File: src/hdl/cpu_pkg.sv
// Opcode enum, instruction format, pipeline register structs, trace and load port types
package cpu_pkg;

   // Opcodes, any value not listed here is illegal
   typedef enum logic [4:0] {
      OP_HALT = 5'b00000,
      OP_NOP  = 5'b00001,
      OP_J    = 5'b00100,
      OP_ADDI = 5'b01000,
      OP_BEQZ = 5'b01100,
      OP_BNEZ = 5'b01101,
      OP_ST   = 5'b10000,
      OP_LD   = 5'b10001,
      OP_LBI  = 5'b11000,
      OP_ADD  = 5'b11011,
      OP_SUB  = 5'b11100,
      OP_XOR  = 5'b11101,
      OP_AND  = 5'b11110
   } opcode_e;

   typedef struct packed {
      opcode_e    op;
      logic [2:0] rs;
      logic [2:0] rt;
      logic [4:0] low;   // imm5, or rd in low[4:2] for R-type
   } instr_t;

   typedef struct packed {
      logic        valid;
      logic [15:0] pc;
      instr_t      instr;
   } if_id_t;

   typedef struct packed {
      logic        valid;
      logic [15:0] pc;
      opcode_e     op;
      logic [15:0] rdata_a;
      logic [15:0] rdata_b;
      logic [15:0] imm;    // Already sign extended
      logic [2:0]  rd;
      logic        reg_write;
      logic        mem_read;
      logic        mem_write;
      logic        halt;
   } id_ex_t;

   typedef struct packed {
      logic        valid;
      logic [15:0] alu;
      logic [15:0] st_data;
      logic [2:0]  rd;
      logic        reg_write;
      logic        mem_read;
      logic        mem_write;
      logic        halt;
   } ex_mem_t;

   typedef struct packed {
      logic        valid;
      logic [15:0] wdata;
      logic [2:0]  rd;
      logic        reg_write;
      logic        halt;
   } mem_wb_t;

   typedef struct packed {
      logic        valid;
      logic [2:0]  rd;
      logic [15:0] data;
   } wb_trace_t;

   typedef struct packed {
      logic        we;
      logic [15:0] addr;   // Word index
      instr_t      data;
   } imem_wr_t;

   typedef struct packed {
      logic       valid;
      logic [2:0] idx;
   } reg_dst_t;

endpackage

File: src/hdl/execute.sv
// Execute stage with ALU, branch and jump resolution, redirect and execute/memory register
`default_nettype none
module execute (
   input  wire                clk,
   input  wire                rst_n,
   input  cpu_pkg::id_ex_t    id_ex,
   output cpu_pkg::ex_mem_t   ex_mem,
   output cpu_pkg::reg_dst_t  dst_ex,
   output logic               redirect,
   output logic [15:0]        target
);

   logic [15:0] a, b, result;
   logic        taken;

   assign a = id_ex.rdata_a;
   assign b = id_ex.rdata_b;

   always_comb begin
      result = '0;
      taken  = 1'b0;
      case (id_ex.op)
         cpu_pkg::OP_ADD:  result = a + b;
         cpu_pkg::OP_SUB:  result = a - b;
         cpu_pkg::OP_AND:  result = a & b;
         cpu_pkg::OP_XOR:  result = a ^ b;
         cpu_pkg::OP_ADDI, cpu_pkg::OP_LD, cpu_pkg::OP_ST:
            result = a + id_ex.imm;          // Also the data address
         cpu_pkg::OP_LBI:  result = id_ex.imm;
         cpu_pkg::OP_BEQZ: taken = (a == 16'd0);
         cpu_pkg::OP_BNEZ: taken = (a != 16'd0);
         cpu_pkg::OP_J:    taken = 1'b1;
         default:          result = '0;
      endcase
   end

   // Word PC, offset relative to the next instruction
   assign target   = id_ex.pc + 16'd1 + id_ex.imm;
   assign redirect = id_ex.valid & taken;

   assign dst_ex = '{valid: id_ex.valid & id_ex.reg_write, idx: id_ex.rd};

   always_ff @(posedge clk or negedge rst_n) begin
      if (!rst_n) begin
         ex_mem <= '0;
      end else begin
         ex_mem.valid     <= id_ex.valid;
         ex_mem.alu       <= result;
         ex_mem.st_data   <= b;
         ex_mem.rd        <= id_ex.rd;
         ex_mem.reg_write <= id_ex.valid & id_ex.reg_write;
         ex_mem.mem_read  <= id_ex.valid & id_ex.mem_read;
         ex_mem.mem_write <= id_ex.valid & id_ex.mem_write;
         ex_mem.halt      <= id_ex.valid & id_ex.halt;
      end
   end

endmodule
`default_nettype wire

File: config.mk
export PLATFORM = sky130hd
export DESIGN_NAME = execute
export DESIGN_NICKNAME = d
export VERILOG_FILES = /design/src/hdl/cpu_pkg.sv /design/src/hdl/execute.sv
export SDC_FILE = /design/constraint.sdc
export NUM_CORES = 1
export LEC_CHECK = 0
export BUFFER_PORTS_ARGS = -buffer_cell sky130_fd_sc_hd__buf_2
export CORE_ASPECT_RATIO = 1.1
export CORE_MARGIN = 5
export CORE_UTILIZATION = 25
export CTS_BUF_LIST = sky130_fd_sc_hd__clkbuf_8
export DETAILED_ROUTE_END_ITERATION = 8
export SLEW_MARGIN = 20
export SYNTH_ARGS = -nofsm -noshare
export SYNTH_HDL_FRONTEND = slang
export SYNTH_SLANG_ARGS = --single-unit
File: constraint.sdc
create_clock -name clk -period 2.8 [get_ports clk]
set_input_delay 0.56 -clock clk [delete_from_list [all_inputs] [get_ports clk]]
set_output_delay 0.56 -clock clk [all_outputs]
set_load 0.02 [all_outputs]
### Word level (Yosys, flattened, before mapping)

Index checks and enable logic that the tools add are counted.

| storage, ports and cells | value |
|---|---|
| register bits | 40 |
| output and inout bits | 61 |
| input bits | 79 |

| operators by class | value |
|---|---|
| bitwise logic cells | 7 |
| add/sub/neg operators | 5 |
| eq/ne operators | 11 |
| mux-type cells | 2 |
| reduce and logical (&&, ||, !) cells | 3 |

Operators by type and width:

| operator | number |
|---|---|
| 16-bit case mux with 6 select lines | 1 |
| 16-bit adder | 3 |
| 5-bit == test, second input constant | 7 |
| 16-bit by 1-bit adder with 16-bit output, second input constant | 1 |
| 16-bit AND | 1 |
| 16-bit zero test | 1 |
| 16-bit nonzero test | 1 |
| 16-bit subtractor | 1 |
| 16-bit XOR | 1 |
| 5-bit by 4-bit == test with 1-bit output, second input constant | 3 |
| 1-bit AND | 5 |
| 5-bit by 3-bit == test with 1-bit output, second input constant | 1 |
| 1-bit case mux with 3 select lines | 1 |
| 3-bit OR reduction | 1 |

### Longest topological paths before layout

| logic depth | value |
|---|---|
| depth in word-level cells | 3 |
| gate-level depth with buffers | 15 |

### Least setup slack after synthesis

OpenSTA, ideal clock, no wires.

| timing path | value |
|---|---|
| path kind | input port to flip-flop |
| from | input port id_ex[55] (netlist bit) |
| to | register ex_mem[38] (netlist bit) |
| data arrival time | 3.417 ns |
| data required time | 2.666 ns |
| path slack | -0.751 ns |
| path buffers | 1 |
| library setup time | 0.134 ns |
| cell stages on the path | 13 |
| cell sequence | buf_2 or3b_4 a211oi_4 or2b_1 o21ai_1 a221o_1 ha_1 o211ai_1 o211ai_1 nand3_1 o311ai_0 xor2_1 o21ai_1 |

| on the way | value |
|---|---|
| cells in the longest elaborated chain, start to end | 3 |

Ends and longest elaborated chain:

| item | RTL line | text |
|---|---|---|
| start: declaration | execute.sv:6 | `input cpu_pkg::id_ex_t id_ex,` |
| 5-bit by 4-bit == test with 1-bit output / 5-bit == test (equally long branches) | execute.sv:22 | `case (id_ex.op)` |
| 3-bit OR reduction | execute.sv:22 |  |
| 16-bit case mux with 6 select lines * | execute.sv:22 |  |
| via result[15] | execute.sv:13 | `logic [15:0] a, b, result;` |
| end: declaration | execute.sv:7 | `output cpu_pkg::ex_mem_t ex_mem,` |

The timed path passes the listed nets; every way through them passes the cells marked *.

### Final worst setup path

| timing path | value |
|---|---|
| from | input port id_ex[59] (netlist bit) |
| to | register ex_mem[32] (netlist bit) |

Same word-level chain as after synthesis.

==> flow_summary.yaml <==
outcome:
  status: "finished with violations"
  violations: "setup timing"
placement:
  port_buffers: 139
  dp_worst_setup_slack_ns: -0.734
  gp_congestion: 0.907
  hpwlAfterDp_um: 11800
  placed_cells: 834
logic_synthesis:
  synthDistinctLibCells: 52
  syn_avg_cell_area_um2: 8.95
  yosysWarnings: 0
  syn_nets: 535
  synth-edff-count: 0
  ys_seq_elements: 40
  async_reset_ff_frac: 1.00
  synthCells: 403
  ys.flop_type: "dfrtp_1"
  synth_area_um2: 3610
  yosysSeqAreaShare: 0.277
clock_tree:
  htreeDepth: 2
  numCtsBuffers: 5
  clock-sinks: 40
  cts_tree: "built"
  cts_root_buf: "clkbuf_8"
  clkSlewWorstSetupHoldPaths_ns: 0.09
  clockBufferDepth: 2
route:
  wirelength_um: 15300
  first_pass_iters: 5
  vias_per_cell: 5.12
  final_antenna_net_count: 0
  num_vias: 4370
  post-route-drc-count: 0
  drt-wirelength-per-cell_um: 17.9
  drt_iter0_markers: 321
pwr:
  power.density_nw_per_um2: 372
  power.total_mw: 2.27
  ir_worst_vdd_mv: 0.193
  leakage_nw: 2.87
die:
  core-area_um2: 14300
  die_x_um: 125
  die_y_um: 136
  rows: 46
  start_util: 0.253
  dieArea_um2: 16900
  io_pins: 140
cells_and_area:
  syn_to_final_growth_pct: 69.1
  post-route-util: 0.428
  instances_no_fill: 853
  n_antenna_cell: 0
  final.fill_count: 1484
  final_cell_mix: "buf_4 (130), buf_2 (120), dfrtp_1 (40)"
  reg_top3: "ex_mem (40)"
  largest_register: "ex_mem"
  largest_reg_flops: 40
  fin_nets: 792
  layout_commonest_cell: "buf_4"
  drive_above_1_share: 0.519
worst_setup_path:
  cp_max_fo: 4
  worst_setup_path_start_kind: "input port"
  arrival_ns: 3.35
  endpoint_kind: "flip-flop"
  worstSetupPathType: "in -> reg"
  worstPathRequired_ns: 2.98
grt:
  grt_pass1_vias: 4596
  overflow: 0
  grt_pass1_wl_um: 23600
  antenna_found_initial: 0
  grtUsageTotal: 0.172
  grt_max_degree: 41
sta:
  setup_ws_ns: -0.368
  rsz0062_at_grt: "true"
  slew_violations: 0
  tightest_slew_ns: 0.959
  max_clock_freq_mhz: 316
  fin_tns_setup_ns: -3.29
  period_share: 1.13
  relSlewSlack: 0.360
  final_hold_viol_count: 0
  finalSetupViolations: 16
  finalCriticalPeriod_ns: 3.17
run:
  max-cap-violations: 0
worst_hold_path:
  worstHoldPathType: "in -> reg"
[area by class of cell]
cell class	count	area, µm²	share of cell area
repair buffers	265	1750	0.286
well taps	192	240	0.0394
flip-flops and latches	40	1000	0.164
clock buffers	6	82.6	0.0135
multi-input cells	328	2950	0.483
inverters	20	77.6	0.0127
clock inverters	2	10.0	0.00164
[through the flow]
step	hold slack, ns	area (µm²)
3_3_place_gp	0.677	5410
5_1_grt	0.365	6100
4_1_cts	0.367	5910
2_1_floorplan	0.264	3710
3_5_place_dp	0.684	5410
6_report	0.379	6100
[repair_timing]
action,in CTS,in global routing
buffers inserted,7,5
hold buffers,0,0
resized for setup,62,38
pin swaps,33,28
cloned,0,0
setup endpoints to repair,21,21
[routing by layer]
layer	GRT usage	vias up	routed length, µm
li1	-	2061	-
met1	0.203	2095	6190
met2	0.316	184	7690
met3	0.0291	30	994
met4	0.0579	0	391
met5	0	-	0
[worst max-delay path: stages]
cell      delay, ns
buf_6          0.09
or3b_4         0.39
a211oi_4       0.27
or2b_1         0.21
nand2_1        0.07
a221o_1        0.34
ha_4           0.23
o211ai_1       0.22
o211ai_1       0.18
buf_4          0.18
a31o_4         0.22
a21oi_2        0.14
xor2_1         0.16
o21ai_1        0.09
[synth_stat cells, drive strengths merged (15+ instances only)]
master	instances	area share
xnor2	18	0.044
a222oi	16	0.044
nand2	31	0.032
nor2	15	0.016
o21ai	34	0.047
nor3	22	0.031
inv	20	0.021
dfrtp	40	0.28
ha	51	0.18
a21oi	21	0.029
[path summary, 6_finish.rpt]
check | start | endpoint | slack (ns) | cells past startpoint
min in group asynchronous | rst_n | ex_mem[32] | 0.39 | 1
max | id_ex[59] | ex_mem[32] | -0.37 | 14
min | id_ex[6] | ex_mem[6] | 0.38 | 1
max in group asynchronous | rst_n | ex_mem[39] | 1.79 | 1
[power breakdown]
group,internal [mW],total [mW],switching (mW)
Sequential,0.615,0.625,0.0102
Clock,0.197,0.425,0.228
Combinational,0.581,1.22,0.641
[kinds of logic (layout without fill, tap and decap cells)]
kind of cell / count (synthesis) / count (layout) / share of synthesized area
adders and majority gates: 53 / 53 / 0.188
AOI/OAI and AO/OA: 125 / 125 / 0.247
buffers and inverters: 35 / 293 / 0.0430
and+or+nand+nor: 120 / 120 / 0.171
DFF: 40 / 40 / 0.277
muxes: 2 / 2 / 0.00555
xor gates and xnor gates: 28 / 28 / 0.0680
Note: power is estimated with default switching activity, not from simulation.
