--- src/hdl/cpu_pkg.sv ---
// Opcode enum, instruction format, pipeline register structs, trace and load port types
package cpu_pkg;

   // Opcodes, any value not listed here is illegal
   typedef enum logic [4:0] {
      OP_HALT = 5'b00000,
      OP_NOP  = 5'b00001,
      OP_J    = 5'b00100,
      OP_ADDI = 5'b01000,
      OP_BEQZ = 5'b01100,
      OP_BNEZ = 5'b01101,
      OP_ST   = 5'b10000,
      OP_LD   = 5'b10001,
      OP_LBI  = 5'b11000,
      OP_ADD  = 5'b11011,
      OP_SUB  = 5'b11100,
      OP_XOR  = 5'b11101,
      OP_AND  = 5'b11110
   } opcode_e;

   typedef struct packed {
      opcode_e    op;
      logic [2:0] rs;
      logic [2:0] rt;
      logic [4:0] low;   // imm5, or rd in low[4:2] for R-type
   } instr_t;

   typedef struct packed {
      logic        valid;
      logic [15:0] pc;
      instr_t      instr;
   } if_id_t;

   typedef struct packed {
      logic        valid;
      logic [15:0] pc;
      opcode_e     op;
      logic [15:0] rdata_a;
      logic [15:0] rdata_b;
      logic [15:0] imm;    // Already sign extended
      logic [2:0]  rd;
      logic        reg_write;
      logic        mem_read;
      logic        mem_write;
      logic        halt;
   } id_ex_t;

   typedef struct packed {
      logic        valid;
      logic [15:0] alu;
      logic [15:0] st_data;
      logic [2:0]  rd;
      logic        reg_write;
      logic        mem_read;
      logic        mem_write;
      logic        halt;
   } ex_mem_t;

   typedef struct packed {
      logic        valid;
      logic [15:0] wdata;
      logic [2:0]  rd;
      logic        reg_write;
      logic        halt;
   } mem_wb_t;

   typedef struct packed {
      logic        valid;
      logic [2:0]  rd;
      logic [15:0] data;
   } wb_trace_t;

   typedef struct packed {
      logic        we;
      logic [15:0] addr;   // Word index
      instr_t      data;
   } imem_wr_t;

   typedef struct packed {
      logic       valid;
      logic [2:0] idx;
   } reg_dst_t;

endpackage

--- src/hdl/fetch.sv ---
// Fetch stage with instruction memory, load port, PC and fetch/decode register
`default_nettype none
module fetch #(
   parameter int IMEM_DEPTH = 256
) (
   input  wire                clk,
   input  wire                rst_n,
   input  logic               run,
   input  cpu_pkg::imem_wr_t  imem_wr,
   input  logic               stall,
   input  logic               redirect,
   input  logic [15:0]        target,
   input  logic               halt_seen,
   output cpu_pkg::if_id_t    if_id
);

   localparam int IAW = $clog2(IMEM_DEPTH);   // Depth is a power of two, so slicing wraps

   cpu_pkg::instr_t imem [IMEM_DEPTH];
   logic [15:0]     pc;
   logic            fetch_en;

   assign fetch_en = run & ~halt_seen;

   // Program load, only while the machine is idle
   always_ff @(posedge clk) begin
      if (imem_wr.we && !run)
         imem[imem_wr.addr[IAW-1:0]] <= imem_wr.data;
   end

   always_ff @(posedge clk or negedge rst_n) begin
      if (!rst_n) begin
         pc    <= '0;
         if_id <= '0;
      end else if (redirect) begin
         pc          <= target;   // Taken branch or jump wins over a stall
         if_id.valid <= 1'b0;
      end else if (stall) begin
         pc    <= pc;
         if_id <= if_id;
      end else if (fetch_en) begin
         if_id.valid <= 1'b1;
         if_id.pc    <= pc;
         if_id.instr <= imem[pc[IAW-1:0]];
         pc          <= pc + 16'd1;
      end else begin
         if_id.valid <= 1'b0;     // Idle or halted
      end
   end

endmodule
`default_nettype wire

--- config.mk ---
export PLATFORM = sky130hd
export DESIGN_NAME = fetch
export DESIGN_NICKNAME = d
export VERILOG_FILES = /design/src/hdl/cpu_pkg.sv /design/src/hdl/fetch.sv
export SDC_FILE = /design/constraint.sdc
export NUM_CORES = 2
export LEC_CHECK = 0
export ABC_CLOCK_PERIOD_IN_PS = 3300
export BUFFER_PORTS_ARGS = -buffer_cell sky130_fd_sc_hd__buf_2
export CAP_MARGIN = 15
export CORE_UTILIZATION = 30
export CTS_BUF_LIST = sky130_fd_sc_hd__clkbuf_2
export CTS_CLUSTER_SIZE = 14
export DETAILED_ROUTE_END_ITERATION = 10
export GPL_ROUTABILITY_DRIVEN = 0
export PLACE_DENSITY = 0.53
export SETUP_SLACK_MARGIN = 0.5
export SYNTH_ARGS = -nofsm -noshare
export SYNTH_HDL_FRONTEND = slang
export SYNTH_SLANG_ARGS = --single-unit
--- constraint.sdc ---
create_clock -name clk -period 3.3 [get_ports clk]
set_input_delay 0.66 -clock clk [delete_from_list [all_inputs] [get_ports clk]]
set_output_delay 0.66 -clock clk [all_outputs]
set_load 0.05 [all_outputs]
### Yosys cells after proc, flatten, opt, wreduce, memory -nomap -nowiden

Memory sizes are Yosys's and may differ from the RTL's.
Index checks and enable logic that the tools add are counted.

* register bits after elaboration: 49
* bits in writable memories: 4096
* input port bits: 55
* word-level logic and storage cells: 28
* memories kept: 1

Memories
* imem: words 256, bits a word 16, read ports 1, clocked after memory_dff 0, write ports 1, line fetch.sv:19 `cpu_pkg::instr_t imem [IMEM_DEPTH];`

* add/subtract/negate cells: 1
* eq/ne operators: 1
* mux-type cells: 9
* bitwise logic cells: 4
* reductions and logical operators: 5

Operator list (count)
* 2-to-1 mux 16 bit: 3
* 2-to-1 mux 33 bit: 1
* 2-to-1 mux 32 bit: 1
* adder 16 x 1 -> 16 bit, second input constant: 1
* 2-to-1 mux 1 bit: 4
* NOT 1 bit: 3
* AND reduction 3 bit: 1
* != test 2 x 1 -> 1 bit, second input constant: 1
* AND reduction 2 bit: 1
* nonzero test 2 bit: 1
* bitwise AND 1 bit: 1
* logical AND 1 bit: 1
* zero test 1 bit: 1

### Logic depth before layout (Yosys ltp)

* word-level depth: 5
* depth in mapped cells: 14
* mapped depth without buffers: 7

### Worst setup path after synthesis

OpenSTA, ideal clock, no wires.

* path type: input port to flip-flop
* start point: input port imem_wr[32] (netlist name)
* end point: memory imem[112][0] (netlist name), enable pin
* setup time: 388 ps
* arrival time: 2453 ps
* data required time: 2912 ps
* path slack: 459 ps
* stages: 6
* buffers on the path: 3
* cell sequence: nor2b_1 clkbuf_1 clkbuf_1 nand3_1 clkbuf_1 nor2_1

* longest elaborated chain between the ends: 3

RTL lines
* start, declared: line fetch.sv:9 `input cpu_pkg::imem_wr_t imem_wr,`
* logical AND 1 bit: line fetch.sv:27 `if (imem_wr.we && !run)`
* 2-to-1 mux 1 bit: line fetch.sv:27
* 2-to-1 mux 1 bit (implied by the code): line fetch.sv:28 `imem[imem_wr.addr[IAW-1:0]] <= imem_wr.data;`
* end, declared: line fetch.sv:19

No other way between the ends.

### Final worst setup path

* start point: register if_id[13] (netlist name)
* end point: output port if_id[13] (netlist name)

RTL lines
* start, declared: line fetch.sv:14 `output cpu_pkg::if_id_t if_id`
* start signal, assigned: line fetch.sv:40 `if_id <= if_id;`

No word-level cell between the ends.

==> flow_metrics.tcl <==
set metrics [dict create \
    status "complete, but fails checks" \
    violations "negative setup slack" \
    synth-edff-count 4096 \
    cts_tree "yes" \
    crit_family "flip-flops" \
    hpwl_um 330000 \
    io_pins 88 \
    grt_pass1_wl_um 723000 \
    criticalPathCategory "reg -> out" \
    initial_core_util 0.302 \
    dp_cells 15176 \
    hold_depth 6 \
    placed_area_mm2 0.179 \
    synthMuxAreaShare 0.153 \
    slew_violations 0 \
    max_stage_delay_ns 0.54 \
    clock_sinks 4145 \
    first_global_vias 91765 \
    cp_num_buf_inv 1 \
    power_mw 107 \
    synth_top_family_by_area "multiplexers" \
    hold_viol_final 0 \
    yosys.area.top_type "edfxtp_1" \
    fin_crit_sh 1.12 \
    synthTopCellsByArea "edfxtp_1 77%, mux4_2 13%, mux2i_1 2.2%" \
    clk_pin_slew_ns 0.12 \
    final_nets 9685 \
    cts_buffers 1140 \
    synthXorXnorAreaFrac 0.000822 \
    dr.pass1.iters 6 \
    ant_nets 0 \
    maxCapViolCount 0 \
    dp_slack_ns -0.953 \
    ys_types 74 \
    via_per_inst 5.19 \
    grt_usage 0.193 \
    grt_setup_unrepaired "true" \
    synth_top_flop_cell "edfxtp_1" \
    cp_data_arrival_time_ns 3.03 \
    synthAdderAreaFrac 0.0000783 \
    synth_area_per_cell_um2 21.6 \
    slowest_stage "dfrtp_2" \
    setup_viol_count_final 47 \
    die_h_um 732 \
    finalCoreUtilization 0.366 \
    dieArea_mm2 0.536 \
    synth_seq_area_share 0.777 \
    fmax_mhz 271 \
    ys_warn_count 0 \
    max-vdd-ir-drop_uv 358 \
    grt_max_degree 101 \
    fin_tns_setup_ns -11.93 \
    clock-root-buffer "clkbuf_2" \
    synth_nets 7468 \
    syn2layout_area_growth_pct 21.3 \
    p_per_area_mw_per_mm2 549 \
    cp-start-kind "flop" \
    routedWlPerCell_um 30.4 \
    final_area_mm2 0.194 \
    power.leakage_nw 63.8 \
    fin_crit_ns 3.69 \
    drtIter0Drc 11151 \
    ys_async_sr_fraction 0.0118 \
    drt_wl_total_um 526000 \
    coreArea_mm2 0.530 \
    relSlewSlack 0.325 \
    drc_errors 0 \
    synth_top_area_share 0.770 \
    crit_chain "buf_8" \
    required_ns 2.64 \
    fin_hold_ws_ns 0.276 \
    antenna_found_initial 46 \
    cts_buffer_depth 5 \
    clkLatencyLatePin_ns 2.30 \
    ys_seq_elements 4145 \
    std_cell_rows 267 \
    synth.top_cells.by_count "4096 x edfxtp_1, 917 x mux4_2, 357 x mux2i_1, 344 x nor2_1, 228 x nand2_1" \
    rr_worst_depth 16 \
    worst_pin_slew_ns 1.01 \
    cp_max_fo 2 \
    end_kind "primary output" \
    htreeDepth 7 \
    skew_ns 0.297 \
    fin_ws_ns -0.394 \
    vias 89753 \
    hp-class "in -> reg" \
    drive_gt1_frac 0.423 \
    port_buffers 79 \
    syn_area_mm2 0.160 \
    synth_compound_area_frac 0.0315 \
    fin_cells 17306 \
    postSynthCellCount 7412 \
    worst-path-stages 1 \
    gr-total-overflow 0 \
    synth_simple_gate_area_frac 0.0208 \
    die_x_um 732 \
    yosysMostFrequentCell "edfxtp_1" \
]
==> layout make-up <==
class | count | area [um^2]
Antenna cell | 43 | 108
Multi-Input combinational cell | 2819 | 34900
Sequential cell | 4145 | 124000
Tap cell | 6994 | 8750
Clock buffer | 1581 | 7910
Inverter | 8 | 47.5
Fill cell | 49002 | 336000
Clock inverter | 201 | 1120
Timing Repair Buffer | 1515 | 16700
==> layer usage <==
| layer | wire length [um] | part of all wire | up-vias | GRT usage |
|---|---|---|---|---|
| li1 | - | - | 36292 | - |
| met1 | 215000 | 0.41 | 47938 | 0.260 |
| met2 | 245000 | 0.46 | 4648 | 0.298 |
| met3 | 48200 | 0.092 | 855 | 0.0492 |
| met4 | 18300 | 0.035 | 20 | 0.0827 |
| met5 | 135 | 0.00026 | - | 0 |
==> worst paths after layout <==
check	end	slack [ns]	start
max	if_id[13]	-0.39	if_id[13]$_DFFE_PN0P_
min	imem[174][11]$_DFFE_PP_	0.28	imem_wr[19]
max reg2reg	if_id[0]$_DFFE_PN0P_	-0.31	pc[0]$_DFFE_PN0P_
min reg2reg	if_id[31]$_DFFE_PN0P_	0.53	pc[15]$_DFFE_PN0P_
max in group asynchronous	pc[4]$_DFFE_PN0P_	2.20	rst_n
min in group asynchronous	if_id[29]$_DFFE_PN0P_	0.56	rst_n
==> cells by family after synthesis <==
logic type / count (synthesis)
AND/OR/NAND/NOR: 775
multiplexers: 1299
adder cells (fa/ha/maj): 1
buffers and inverters: 448
AO/OA/AOI/OAI: 729
XOR/XNOR: 15
flip-flops: 4145
==> cells in the final DEF (no fill, tap or decap), types with 142 or more instances in the layout <==
cell / n
edfxtp_1: 4096
clkbuf_2: 1581
mux4_2: 917
buf_4: 882
mux2i_1: 342
buf_12: 284
nand2_1: 219
nor2_1: 197
dlygate4sd3_1: 150
clkinv_1: 143
nor2_2: 142
==> registers in the layout, indices dropped and copies added, names as in the netlist <==
signal	cells
imem	4096
if_id	33
pc	16
==> where the power goes <==
group	internal, mW	switching [mW]
logic	5.94	8.16
registers	57.9	0.319
clock network	13.6	20.6
total	77.4	29.1
==> timing repair <==
item | in CTS | in global routing
buffers inserted | 87 | 36
gates cloned | 7 | 2
pin swaps | 66 | 59
hold endpoints to repair | 8290 | 0
gates resized for setup | 409 | 114
hold buffers | 173 | 0
endpoints found under the setup margin | 54 | 116
(Power assumes the default switching activity.)
