--- config.mk ---
export PLATFORM = sky130hd
export DESIGN_NAME = hazard_unit
export DESIGN_NICKNAME = d
export VERILOG_FILES = /design/src/hdl/cpu_pkg.sv /design/src/hdl/hazard_unit.sv
export SDC_FILE = /design/constraint.sdc
export NUM_CORES = 1
export LEC_CHECK = 0
export BUFFER_PORTS_ARGS = -buffer_cell sky130_fd_sc_hd__buf_2
export CAP_MARGIN = 40
export CORE_AREA = 2 2 39 41
export DETAILED_ROUTE_END_ITERATION = 16
export DIE_AREA = 0 0 41 43
export PLACE_DENSITY = 0.4
export SLEW_MARGIN = 20
export SYNTH_ARGS = -nofsm -noshare
export SYNTH_HDL_FRONTEND = slang
export SYNTH_SLANG_ARGS = --single-unit
--- constraint.sdc ---
create_clock -name vclk -period 1.71
set_input_delay 0.342 -clock vclk [all_inputs]
set_output_delay 0.342 -clock vclk [all_outputs]
set_load 0.02 [all_outputs]
--- src/hdl/cpu_pkg.sv ---
// Opcode enum, instruction format, pipeline register structs, trace and load port types
package cpu_pkg;

   // Opcodes, any value not listed here is illegal
   typedef enum logic [4:0] {
      OP_HALT = 5'b00000,
      OP_NOP  = 5'b00001,
      OP_J    = 5'b00100,
      OP_ADDI = 5'b01000,
      OP_BEQZ = 5'b01100,
      OP_BNEZ = 5'b01101,
      OP_ST   = 5'b10000,
      OP_LD   = 5'b10001,
      OP_LBI  = 5'b11000,
      OP_ADD  = 5'b11011,
      OP_SUB  = 5'b11100,
      OP_XOR  = 5'b11101,
      OP_AND  = 5'b11110
   } opcode_e;

   typedef struct packed {
      opcode_e    op;
      logic [2:0] rs;
      logic [2:0] rt;
      logic [4:0] low;   // imm5, or rd in low[4:2] for R-type
   } instr_t;

   typedef struct packed {
      logic        valid;
      logic [15:0] pc;
      instr_t      instr;
   } if_id_t;

   typedef struct packed {
      logic        valid;
      logic [15:0] pc;
      opcode_e     op;
      logic [15:0] rdata_a;
      logic [15:0] rdata_b;
      logic [15:0] imm;    // Already sign extended
      logic [2:0]  rd;
      logic        reg_write;
      logic        mem_read;
      logic        mem_write;
      logic        halt;
   } id_ex_t;

   typedef struct packed {
      logic        valid;
      logic [15:0] alu;
      logic [15:0] st_data;
      logic [2:0]  rd;
      logic        reg_write;
      logic        mem_read;
      logic        mem_write;
      logic        halt;
   } ex_mem_t;

   typedef struct packed {
      logic        valid;
      logic [15:0] wdata;
      logic [2:0]  rd;
      logic        reg_write;
      logic        halt;
   } mem_wb_t;

   typedef struct packed {
      logic        valid;
      logic [2:0]  rd;
      logic [15:0] data;
   } wb_trace_t;

   typedef struct packed {
      logic        we;
      logic [15:0] addr;   // Word index
      instr_t      data;
   } imem_wr_t;

   typedef struct packed {
      logic       valid;
      logic [2:0] idx;
   } reg_dst_t;

endpackage

--- src/hdl/hazard_unit.sv ---
// Read-after-write hazard detection against the execute, memory and writeback destinations
`default_nettype none
module hazard_unit (
   input  cpu_pkg::reg_dst_t src_a,
   input  cpu_pkg::reg_dst_t src_b,
   input  cpu_pkg::reg_dst_t dst_ex,
   input  cpu_pkg::reg_dst_t dst_mem,
   input  cpu_pkg::reg_dst_t dst_wb,
   output logic              stall
);

   logic hit_ex, hit_mem, hit_wb;

   function automatic logic hit(input cpu_pkg::reg_dst_t src, input cpu_pkg::reg_dst_t dst);
      return src.valid && dst.valid && (src.idx == dst.idx);
   endfunction

   // Producers still ahead of the register file
   assign hit_ex  = hit(src_a, dst_ex)  | hit(src_b, dst_ex);
   assign hit_mem = hit(src_a, dst_mem) | hit(src_b, dst_mem);

   // Writeback lands at the end of this cycle, so decode waits one more
   // cycle and then reads the updated register
   assign hit_wb  = hit(src_a, dst_wb)  | hit(src_b, dst_wb);

   assign stall = hit_ex | hit_mem | hit_wb;

endmodule
`default_nettype wire

=== Word-level counts from Yosys, hierarchy flattened ===
Index checks and enable logic that the tools add are counted.

* Reduce and logical (&&, ||, !) cells: 12
* Bitwise logic cells: 5
* Equality and inequality tests: 6

{| class="wikitable"
|+ Operator list
! operator !! number
|-
| 3-bit == test || 6
|-
| 1-bit logical AND || 12
|-
| 1-bit bitwise OR || 5
|}

* Output and inout port bits: 1
* Bits in registers: 0
* Input bits: 20
* Logic and storage cells: 23

=== Longest topological paths before layout ===
Gate-level depths: netlist of run 1.

* Depth after elaboration: 5
* Depth in mapped cells: 4
* Gate-level depth less buffers: 4

=== Worst setup path after synthesis of run 1 ===
No wires, ideal clock.

* Path kind: in2out
* Start: input dst_wb[0] (netlist bit)
* End: output stall
* Buffers on the path: 0
* Cell stages on the path: 4
* Data arrival time: 1.063 ns
* Path slack: 0.305 ns
* Cells stage by stage: xnor2_1 > nand4_1 > nand2_1 > a2111o_1

* Cells in the longest elaborated chain, start to end: 4
* Elaborated cells on any way between the ends: 6

{| class="wikitable"
|+ RTL lines
! what !! RTL line !! source
|-
| start, declared || hazard_unit.sv:8 || <nowiki>input cpu_pkg::reg_dst_t dst_wb,</nowiki>
|-
| 3-bit == test || hazard_unit.sv:15 || <nowiki>return src.valid && dst.valid && (src.idx == dst.idx);</nowiki>
|-
| 1-bit logical AND || hazard_unit.sv:15 ||
|-
| 1-bit bitwise OR (*) || hazard_unit.sv:24 || <nowiki>assign hit_wb = hit(src_a, dst_wb) | hit(src_b, dst_wb);</nowiki>
|-
| 1-bit bitwise OR (*) || hazard_unit.sv:26 || <nowiki>assign stall = hit_ex | hit_mem | hit_wb;</nowiki>
|-
| end, declared || hazard_unit.sv:9 || <nowiki>output logic stall</nowiki>
|}

Mark *: on every way between the ends. The rest lies on a longest branch, timed or not.

=== Final worst setup path of run 1 ===
* Start: input src_b[0] (netlist bit)
* End: output stall

* Cells in the longest elaborated chain, start to end: 5
* Elaborated cells on any way between the ends: 11

{| class="wikitable"
|+ RTL lines
! what !! RTL line !! source
|-
| start, declared || hazard_unit.sv:5 || <nowiki>input cpu_pkg::reg_dst_t src_b,</nowiki>
|-
| 3-bit == test || hazard_unit.sv:15 ||
|-
| 1-bit logical AND || hazard_unit.sv:15 ||
|-
| 1-bit bitwise OR (on tied branches) || hazard_unit.sv:19, hazard_unit.sv:20 ||
|-
| 1-bit bitwise OR || hazard_unit.sv:26 ||
|-
| 1-bit bitwise OR (*) || hazard_unit.sv:26 ||
|}

Marks and branches as above.

==> results of run 1 <==
-- per-layer routing --
| metal | track usage | routed length [um] |
|---|---|---|
| met2 | 0.138 | 333 |
| met5 | 0 | 0 |
| met3 | 0 | 40 |
| met4 | 0 | 0 |
| met1 | 0.108 | 244 |
-- placed cells by master (no fill, tap or decap) --
cell | synthesis | layout
a2111o_1 | 1 | 1
buf_2 | 0 | 21
nand2_1 | 2 | 2
nand3_1 | 4 | 4
nand4_1 | 2 | 2
nor3_1 | 2 | 2
o32ai_2 | 0 | 1
xnor2_1 | 12 | 12
xor2_1 | 6 | 6
-- metrics by stage --
| step | setup slack [ns] | total power, mW | utilization |
|---|---|---|---|
| floorplan | 0.305 | 0.0480 | - |
| global placement | 0.0365 | 0.0957 | 0.255 |
| detailed placement | 0.0665 | 0.0945 | 0.255 |
| CTS | 0.0532 | 0.0948 | 0.255 |
| global route | 0.00225 | 0.106 | 0.260 |
| finish | 0.0522 | 0.0962 | 0.260 |
-- layout make-up --
cell class                      instances  share of cell area
Multi-Input combinational cell         30               0.653
Timing Repair Buffer                   21               0.292
Tap cell                               16              0.0556
-- how the worst max path moves through the flow --
stage / endpoint / slack [ns] / depth (start not counted)
finish: stall / 0.05 / 6
global route: stall / 0.002 / 6
CTS: stall / 0.05 / 6
detailed placement: stall / 0.07 / 6
global placement: stall / 0.04 / 6
floorplan: stall / 0.30 / 4
-- kinds of logic (layout without fill, tap and decap cells) --
logic type / count (synthesis) / count (layout)
AOI/OAI and AO/OA: 2 / 2
xor gates and xnor gates: 18 / 18
buffers and inverters: 0 / 21
and+or+nand+nor: 10 / 10
-- worst max-delay path, cell delays in order --
cell	delay (ns)
buf_2	0.12
xnor2_1	0.13
nand4_1	0.10
nand2_1	0.06
a2111o_1	0.40
buf_2	0.16
-- where the power goes --
part / leakage (nW) / internal [mW] / switching, mW
clock: 0 / 0 / 0
sequential: 0 / 0 / 0
combinational: 0.162 / 0.0498 / 0.0464
==> impl_metrics.env, run 1 <==
export IMPL_crit_arrival_ns=1.32
export IMPL_synth_nets=50
export IMPL_ctsResizeCount=0
export IMPL_hold_path_class="in2out"
export IMPL_muxShareOfSynthArea=0
export IMPL_place_area_sq_um=353
export IMPL_grt_total_usage=0.0779
export IMPL_syn_avg_cell_area_sq_um=7.59
export IMPL_crit_required_ns=1.37
export IMPL_postCtsHoldBufs=0
export IMPL_synth_compound_area_frac=0.0879
export IMPL_num_fill_cells=164
export IMPL_crit_path_start="src_b[0]"
export IMPL_hold_end="stall"
export IMPL_outcome="complete, no violations"
export IMPL_register_area_sq_um=0
export IMPL_grt_pass1_wl_um=1010
export IMPL_slew_limit_headroom=0.866
export IMPL_peakVddDrop_v=0.0000666
export IMPL_synth_cells=30
export IMPL_seq_area_frac_synth=0
export IMPL_core_rowCount=14
export IMPL_drive_gt1_frac=0.431
export IMPL_cp_max_fo=3
export IMPL_layout_min_cycle_time_ns=1.66
export IMPL_gp_congestion=0.722
export IMPL_maxCapViolCount=0
export IMPL_port_buffers=21
export IMPL_slew_viol_final=0
export IMPL_grt_pass1_vias=277
export IMPL_drtIter0Drc=2
export IMPL_drt_total_wl_um=618
export IMPL_design_area_sq_um=360
export IMPL_power_leakage_nw=0.162
export IMPL_synth_simple_area_share=0.220
export IMPL_synthesis_area_sq_um=228
export IMPL_synth_most_common_cell="xnor2_1"
export IMPL_min_from="dst_wb[3]"
export IMPL_max_freq_ghz=0.603
export IMPL_post_drt_via_cell_ratio=4.18
export IMPL_finalSetupViolCount=0
export IMPL_setup_worst_path_class="in2out"
export IMPL_cts_setup_buffers=0
export IMPL_grt_overflow=0
export IMPL_num_antenna_cells=0
export IMPL_synth_adder_area_share=0
export IMPL_die_h_um=43
export IMPL_yosysTopAreaCell="xnor2_1"
export IMPL_fin_crit_sh=0.969
export IMPL_die_w_um=41
export IMPL_core_area_sq_um=1380
export IMPL_synth_cell_types=8
export IMPL_synth_top_area_frac=0.462
export IMPL_tightest_slew_ns=0.202
export IMPL_grt_antenna_before_repair=0
export IMPL_drc=0
export IMPL_ios=21
export IMPL_rsz0062_at_grt="no"
export IMPL_start_util=0.165
export IMPL_ant_nets=0
export IMPL_tns_ns=0
export IMPL_synth_area_leaders="xnor2_1 (46%), xor2_1 (23%), nand3_1 (8.8%)"
export IMPL_hold_depth=3
export IMPL_synth_top_family_by_area="XOR/XNOR gates"
export IMPL_n_clock_buffer=0
export IMPL_yosys_warnings=0
export IMPL_multi_input_area_sq_um=235
export IMPL_hold_ws_ns=1.03
export IMPL_synth_commonest_cells="xnor2_1 (12), xor2_1 (6), nand3_1 (4)"
export IMPL_seq_cell_count=0
export IMPL_syn_to_final_growth_pct=58.2
export IMPL_hold_violations=0
export IMPL_via_count=280
export IMPL_start_kind="input port"
export IMPL_fin_nets=73
export IMPL_grt_max_degree=4
export IMPL_stdcell_count=67
export IMPL_synthXorXnorAreaFrac=0.692
export IMPL_wl_per_cell_um=9.22
export IMPL_dieArea_sq_um=1760
export IMPL_endpoint_kind="output port"
export IMPL_power_density_nw_per_um2=267
export IMPL_place_inst=67
export IMPL_drt_pass1_iterations=2
No activity file was read; power rests on OpenSTA's default activity.
==> run 2: changes to the inputs <==
Settings changed: CORE_AREA 2 2 39 41 to 3 3 40 42, DIE_AREA 0 0 41 43 to 0 0 43 45.
==> impl_metrics.env, run 2 (synthesis gave the netlist of run 1 again) <==
export IMPL_n_clock_buffer=0
export IMPL_final_common_cell="buf_2"
export IMPL_num_antenna_cells=0
export IMPL_power_density_nw_per_um2=272
export IMPL_grt_antenna_before_repair=0
export IMPL_die_h_um=45
export IMPL_min_from="dst_wb[3]"
export IMPL_place_area_sq_um=352
export IMPL_finalSetupViolCount=0
export IMPL_ios=21
export IMPL_worst_path_largest_cell_delay_ns=0.41
export IMPL_postCtsHoldBufs=0
export IMPL_slew_viol_final=0
export IMPL_syn_to_final_growth_pct=57.1
export IMPL_core_area_sq_um=1280
export IMPL_layout_min_cycle_time_ns=1.64
export IMPL_fin_crit_sh=0.960
export IMPL_hold_violations=0
export IMPL_hold_end="stall"
export IMPL_register_area_sq_um=0
export IMPL_core_rowCount=13
export IMPL_start_util=0.177
export IMPL_drt_total_wl_um=651
export IMPL_drc=0
export IMPL_post_drt_via_cell_ratio=4.11
export IMPL_start_kind="input port"
export IMPL_tightest_slew_ns=0.238
export IMPL_maxCapViolCount=0
export IMPL_gp_congestion=0.657
export IMPL_final_cell_mix="buf_2 (20), xnor2_1 (12), xor2_1 (6), nand3_1 (4)"
export IMPL_fin_nets=73
export IMPL_cts_setup_buffers=0
export IMPL_num_fill_cells=155
export IMPL_slew_limit_headroom=0.841
export IMPL_grt_max_degree=4
export IMPL_port_buffers=21
export IMPL_wl_per_cell_um=9.86
export IMPL_grt_total_usage=0.0672
export IMPL_setup_worst_path_class="in2out"
export IMPL_design_area_sq_um=358
export IMPL_via_count=271
export IMPL_path_cells="buf_2 > xnor2_1 > nand4_1 > nand2_1 > a2111o_1 > buf_6"
export IMPL_ant_nets=0
export IMPL_multi_input_area_sq_um=228
export IMPL_endpoint_kind="output port"
export IMPL_hold_ws_ns=1.01
export IMPL_hold_path_class="in2out"
export IMPL_seq_cell_count=0
export IMPL_drive_gt1_frac=0.412
export IMPL_rsz0062_at_grt="no"
export IMPL_tns_ns=0
export IMPL_peakVddDrop_v=0.0000768
export IMPL_grt_pass1_vias=273
export IMPL_critPathSlowestCell="a2111o_1"
export IMPL_die_w_um=43
export IMPL_crit_arrival_ns=1.30
export IMPL_drt_pass1_iterations=1
export IMPL_power_leakage_nw=0.161
export IMPL_grt_pass1_wl_um=1040
export IMPL_hold_depth=3
export IMPL_drtIter0Drc=0
export IMPL_dieArea_sq_um=1940
export IMPL_grt_overflow=0
export IMPL_cp_max_fo=3
export IMPL_crit_required_ns=1.37
export IMPL_max_freq_ghz=0.609
export IMPL_outcome="complete, no violations"
run 2: cell counts in the layout (fill, tap and decap cells not counted):
Identical to the previous run, type by type.
run 2: metal layers:
| metal | share of wire | up-vias | GRT usage |
|---|---|---|---|
| met4 | 0 | 0 | 0 |
| met5 | 0 | - | 0 |
| li1 | - | 148 | - |
| met2 | 0.52 | 9 | 0.123 |
| met3 | 0.065 | 0 | 0.00797 |
| met1 | 0.41 | 114 | 0.0905 |
run 2: final cells by class:
cell class / count / area share
tap: 15 / 0.0524
multi-input combinational: 30 / 0.636
timing repair buffer: 21 / 0.311
run 2: worst max-delay path, delay by kind of cell:
| family | cells | cell delay, ns |
|---|---|---|
| AO/OA/AOI/OAI | 1 | 0.41 |
| XOR/XNOR | 1 | 0.13 |
| buffers and inverters | 2 | 0.27 |
| AND/OR/NAND/NOR | 2 | 0.14 |
run 2: where the power goes:
part	total, mW	switching [mW]	internal [mW]	leakage, nW
Sequential	0	0	0	0
Clock	0	0	0	0
Combinational	0.0972	0.0447	0.0525	0.161
run 2: timing repair:
action	CTS	global route
setup endpoints to repair	0	1
hold endpoints to repair	0	0
gates resized for setup	0	2
run 2: worst max-delay path by stage:
| stage | from | to | slack [ns] | depth (start not counted) |
|---|---|---|---|---|
| 2_1_floorplan | dst_wb[0] | stall | 0.30 | 4 |
| 3_3_place_gp | src_a[2] | stall | 0.04 | 6 |
| 3_5_place_dp | src_b[0] | stall | 0.06 | 6 |
| 4_1_cts | src_b[0] | stall | 0.06 | 6 |
| 5_1_grt | src_b[0] | stall | 0.001 | 6 |
| 6_report | src_b[0] | stall | 0.07 | 6 |
run 2: metrics by stage:
stage               cells  setup slack (ns)  total power, mW  utilization
floorplan              30             0.305           0.0480            -
global placement       66            0.0432           0.0956        0.274
detailed placement     66            0.0647           0.0950        0.274
CTS                    66            0.0647           0.0952        0.274
global route           66           0.00148            0.107        0.278
finish                 66            0.0693           0.0972        0.278
==> run 3: changes to the inputs <==
Settings changed: ABC_AREA from default to 1, PLACE_DENSITY 0.4 to 0.51.
==> impl_metrics.env, run 3 <==
export IMPL_grt_antenna_before_repair=0
export IMPL_slew_limit_headroom=0.897
export IMPL_synth_cells=94
export IMPL_start_kind="input port"
export IMPL_endpoint_kind="output port"
export IMPL_tns_ns=0
export IMPL_grt_max_degree=7
export IMPL_die_h_um=45
export IMPL_synth_nets=114
export IMPL_rsz0062_at_grt="no"
export IMPL_seqPwrFrac=0
export IMPL_synth_cell_types=7
export IMPL_post_drt_via_cell_ratio=4.05
export IMPL_hold_depth=4
export IMPL_port_buffers=21
export IMPL_finalSetupViolCount=0
export IMPL_grt_pass1_wl_um=1760
export IMPL_synthesis_area_sq_um=362
export IMPL_yosysTopAreaCell="nand2_1"
export IMPL_drt_pass1_iterations=2
export IMPL_hold_end="stall"
export IMPL_drt_total_wl_um=997
export IMPL_synth_top_area_frac=0.561
export IMPL_die_w_um=43
export IMPL_grt_overflow=0
export IMPL_maxCapViolCount=0
export IMPL_worst_path_largest_cell_delay_ns=0.15
export IMPL_core_rowCount=13
export IMPL_synth_most_common_cell="nand2_1"
export IMPL_fin_nets=137
export IMPL_drc=0
export IMPL_path_cells="buf_2 > inv_2 > nand2_1 > nand2_1 > nor2_1 > nand2_1 > nand2_1 > nor2_1 > nand2_1 > buf_2"
export IMPL_tightest_slew_ns=0.153
export IMPL_crit_top_cell="nand2_1"
export IMPL_crit_arrival_ns=1.08
export IMPL_register_area_sq_um=0
export IMPL_layout_min_cycle_time_ns=1.42
export IMPL_postCtsHoldBufs=0
export IMPL_ctsResizeCount=0
export IMPL_core_area_sq_um=1280
export IMPL_hold_path_class="in2out"
export IMPL_cts_setup_buffers=0
export IMPL_multi_input_area_sq_um=298
export IMPL_num_antenna_cells=0
export IMPL_switching_power_mw=0.0623
export IMPL_critPathSlowestCell="buf_2"
export IMPL_fin_crit_sh=0.832
export IMPL_wl_per_cell_um=7.67
export IMPL_swShare=0.586
export IMPL_synth_commonest_cells="nand2_1 (54), nor2_1 (19), inv_1 (11)"
export IMPL_grt_total_usage=0.114
export IMPL_drtIter0Drc=2
export IMPL_ant_nets=0
export IMPL_p_int_mw=0.0440
export IMPL_seq_cell_count=0
export IMPL_syn_to_final_growth_pct=34.3
export IMPL_place_hpwl_um=921
export IMPL_ios=21
export IMPL_final_common_cell="nand2_1"
export IMPL_hold_ws_ns=1.00
export IMPL_gp_congestion=0.828
export IMPL_peakVddDrop_v=0.0000664
export IMPL_yosys_warnings=0
export IMPL_cp_max_fo=6
export IMPL_p_comb_frac=1.000
export IMPL_power_leakage_nw=0.370
export IMPL_min_from="dst_wb[3]"
export IMPL_hold_violations=0
export IMPL_synth_area_leaders="nand2_1 (56%), nor2_1 (20%), inv_1 (11%)"
export IMPL_final_cell_mix="nand2_1 (54), buf_2 (21), nor2_1 (19), inv_1 (11), inv_2 (6)"
export IMPL_crit_required_ns=1.37
export IMPL_max_freq_ghz=0.703
export IMPL_num_fill_cells=170
export IMPL_syn_avg_cell_area_sq_um=3.85
export IMPL_power_density_nw_per_um2=219
export IMPL_clkPwrFrac=0
export IMPL_drive_gt1_frac=0.235
export IMPL_via_count=526
export IMPL_slew_viol_final=0
export IMPL_dieArea_sq_um=1940
export IMPL_outcome="complete, no violations"
export IMPL_setup_worst_path_class="in2out"
export IMPL_start_util=0.281
export IMPL_seq_area_frac_synth=0
export IMPL_grt_pass1_vias=456
export IMPL_n_clock_buffer=0
run 3: changes by cell type in the layout (fill, tap and decap cells not counted), sizes merged:
| cell | delta |
|---|---|
| nor3 | -2 |
| xor2 | -5 |
| o21ai | +3 |
| nand3 | -4 |
| o32ai | -1 |
| nor2 | +19 |
| inv | +17 |
| nand2 | +52 |
| xnor2 | -12 |
| nand4 | -2 |
| a2111o | -1 |
run 3: cells by family (layout without fill, tap and decap cells):
family,after synthesis,after routing,share of synthesized area
buffers and inverters,17,38,0.176
AND/OR/NAND/NOR,73,73,0.758
AO/OA/AOI/OAI,3,3,0.0415
XOR/XNOR,1,1,0.0242
run 3: cell type report:
class | count | share of cell area
multi-input cells | 77 | 0.613
well taps | 15 | 0.0387
repair buffers | 21 | 0.216
inverters | 17 | 0.131
run 3: how the worst max path moves through the flow:
stage / start / depth (start not counted) / to
after floorplan: dst_mem[0] / 8 / stall
after CTS: src_a[0] / 10 / stall
after global routing: dst_mem[0] / 10 / stall
after global placement: src_a[0] / 10 / stall
after detailed placement: src_a[0] / 10 / stall
final: src_a[0] / 10 / stall
run 3: metal layers:
metal,up-vias,share of wire,GRT usage
met5,-,0,0
met4,0,0,0
met3,0,0.052,0.00797
met2,12,0.45,0.204
met1,204,0.50,0.160
li1,310,-,-
run 3: stage by stage:
step / power, mW / setup WS, ns / instances / util / instance area [sq um]
floorplan: 0.0602 / 0.521 / 94 / - / 362
global placement: 0.107 / 0.266 / 130 / 0.378 / 485
detailed placement: 0.107 / 0.276 / 130 / 0.378 / 485
CTS: 0.108 / 0.270 / 130 / 0.378 / 485
global route: 0.126 / 0.174 / 130 / 0.378 / 485
finish: 0.106 / 0.287 / 130 / 0.378 / 485
run 3: power by group through the flow:
| stage | logic, mW | registers, mW | clock network [mW] |
|---|---|---|---|
| 3_3_place_gp | 0.107 | 0 | 0 |
| 4_1_cts | 0.108 | 0 | 0 |
| 2_1_floorplan | 0.0602 | 0 | 0 |
| 6_report | 0.106 | 0 | 0 |
| 5_1_grt | 0.126 | 0 | 0 |
| 3_5_place_dp | 0.107 | 0 | 0 |
run 3: critical path: cells and delay by family:
| kind | cells | cell delay, ns |
|---|---|---|
| buffers and inverters | 3 | 0.34 |
| and+or+nand+nor | 7 | 0.39 |
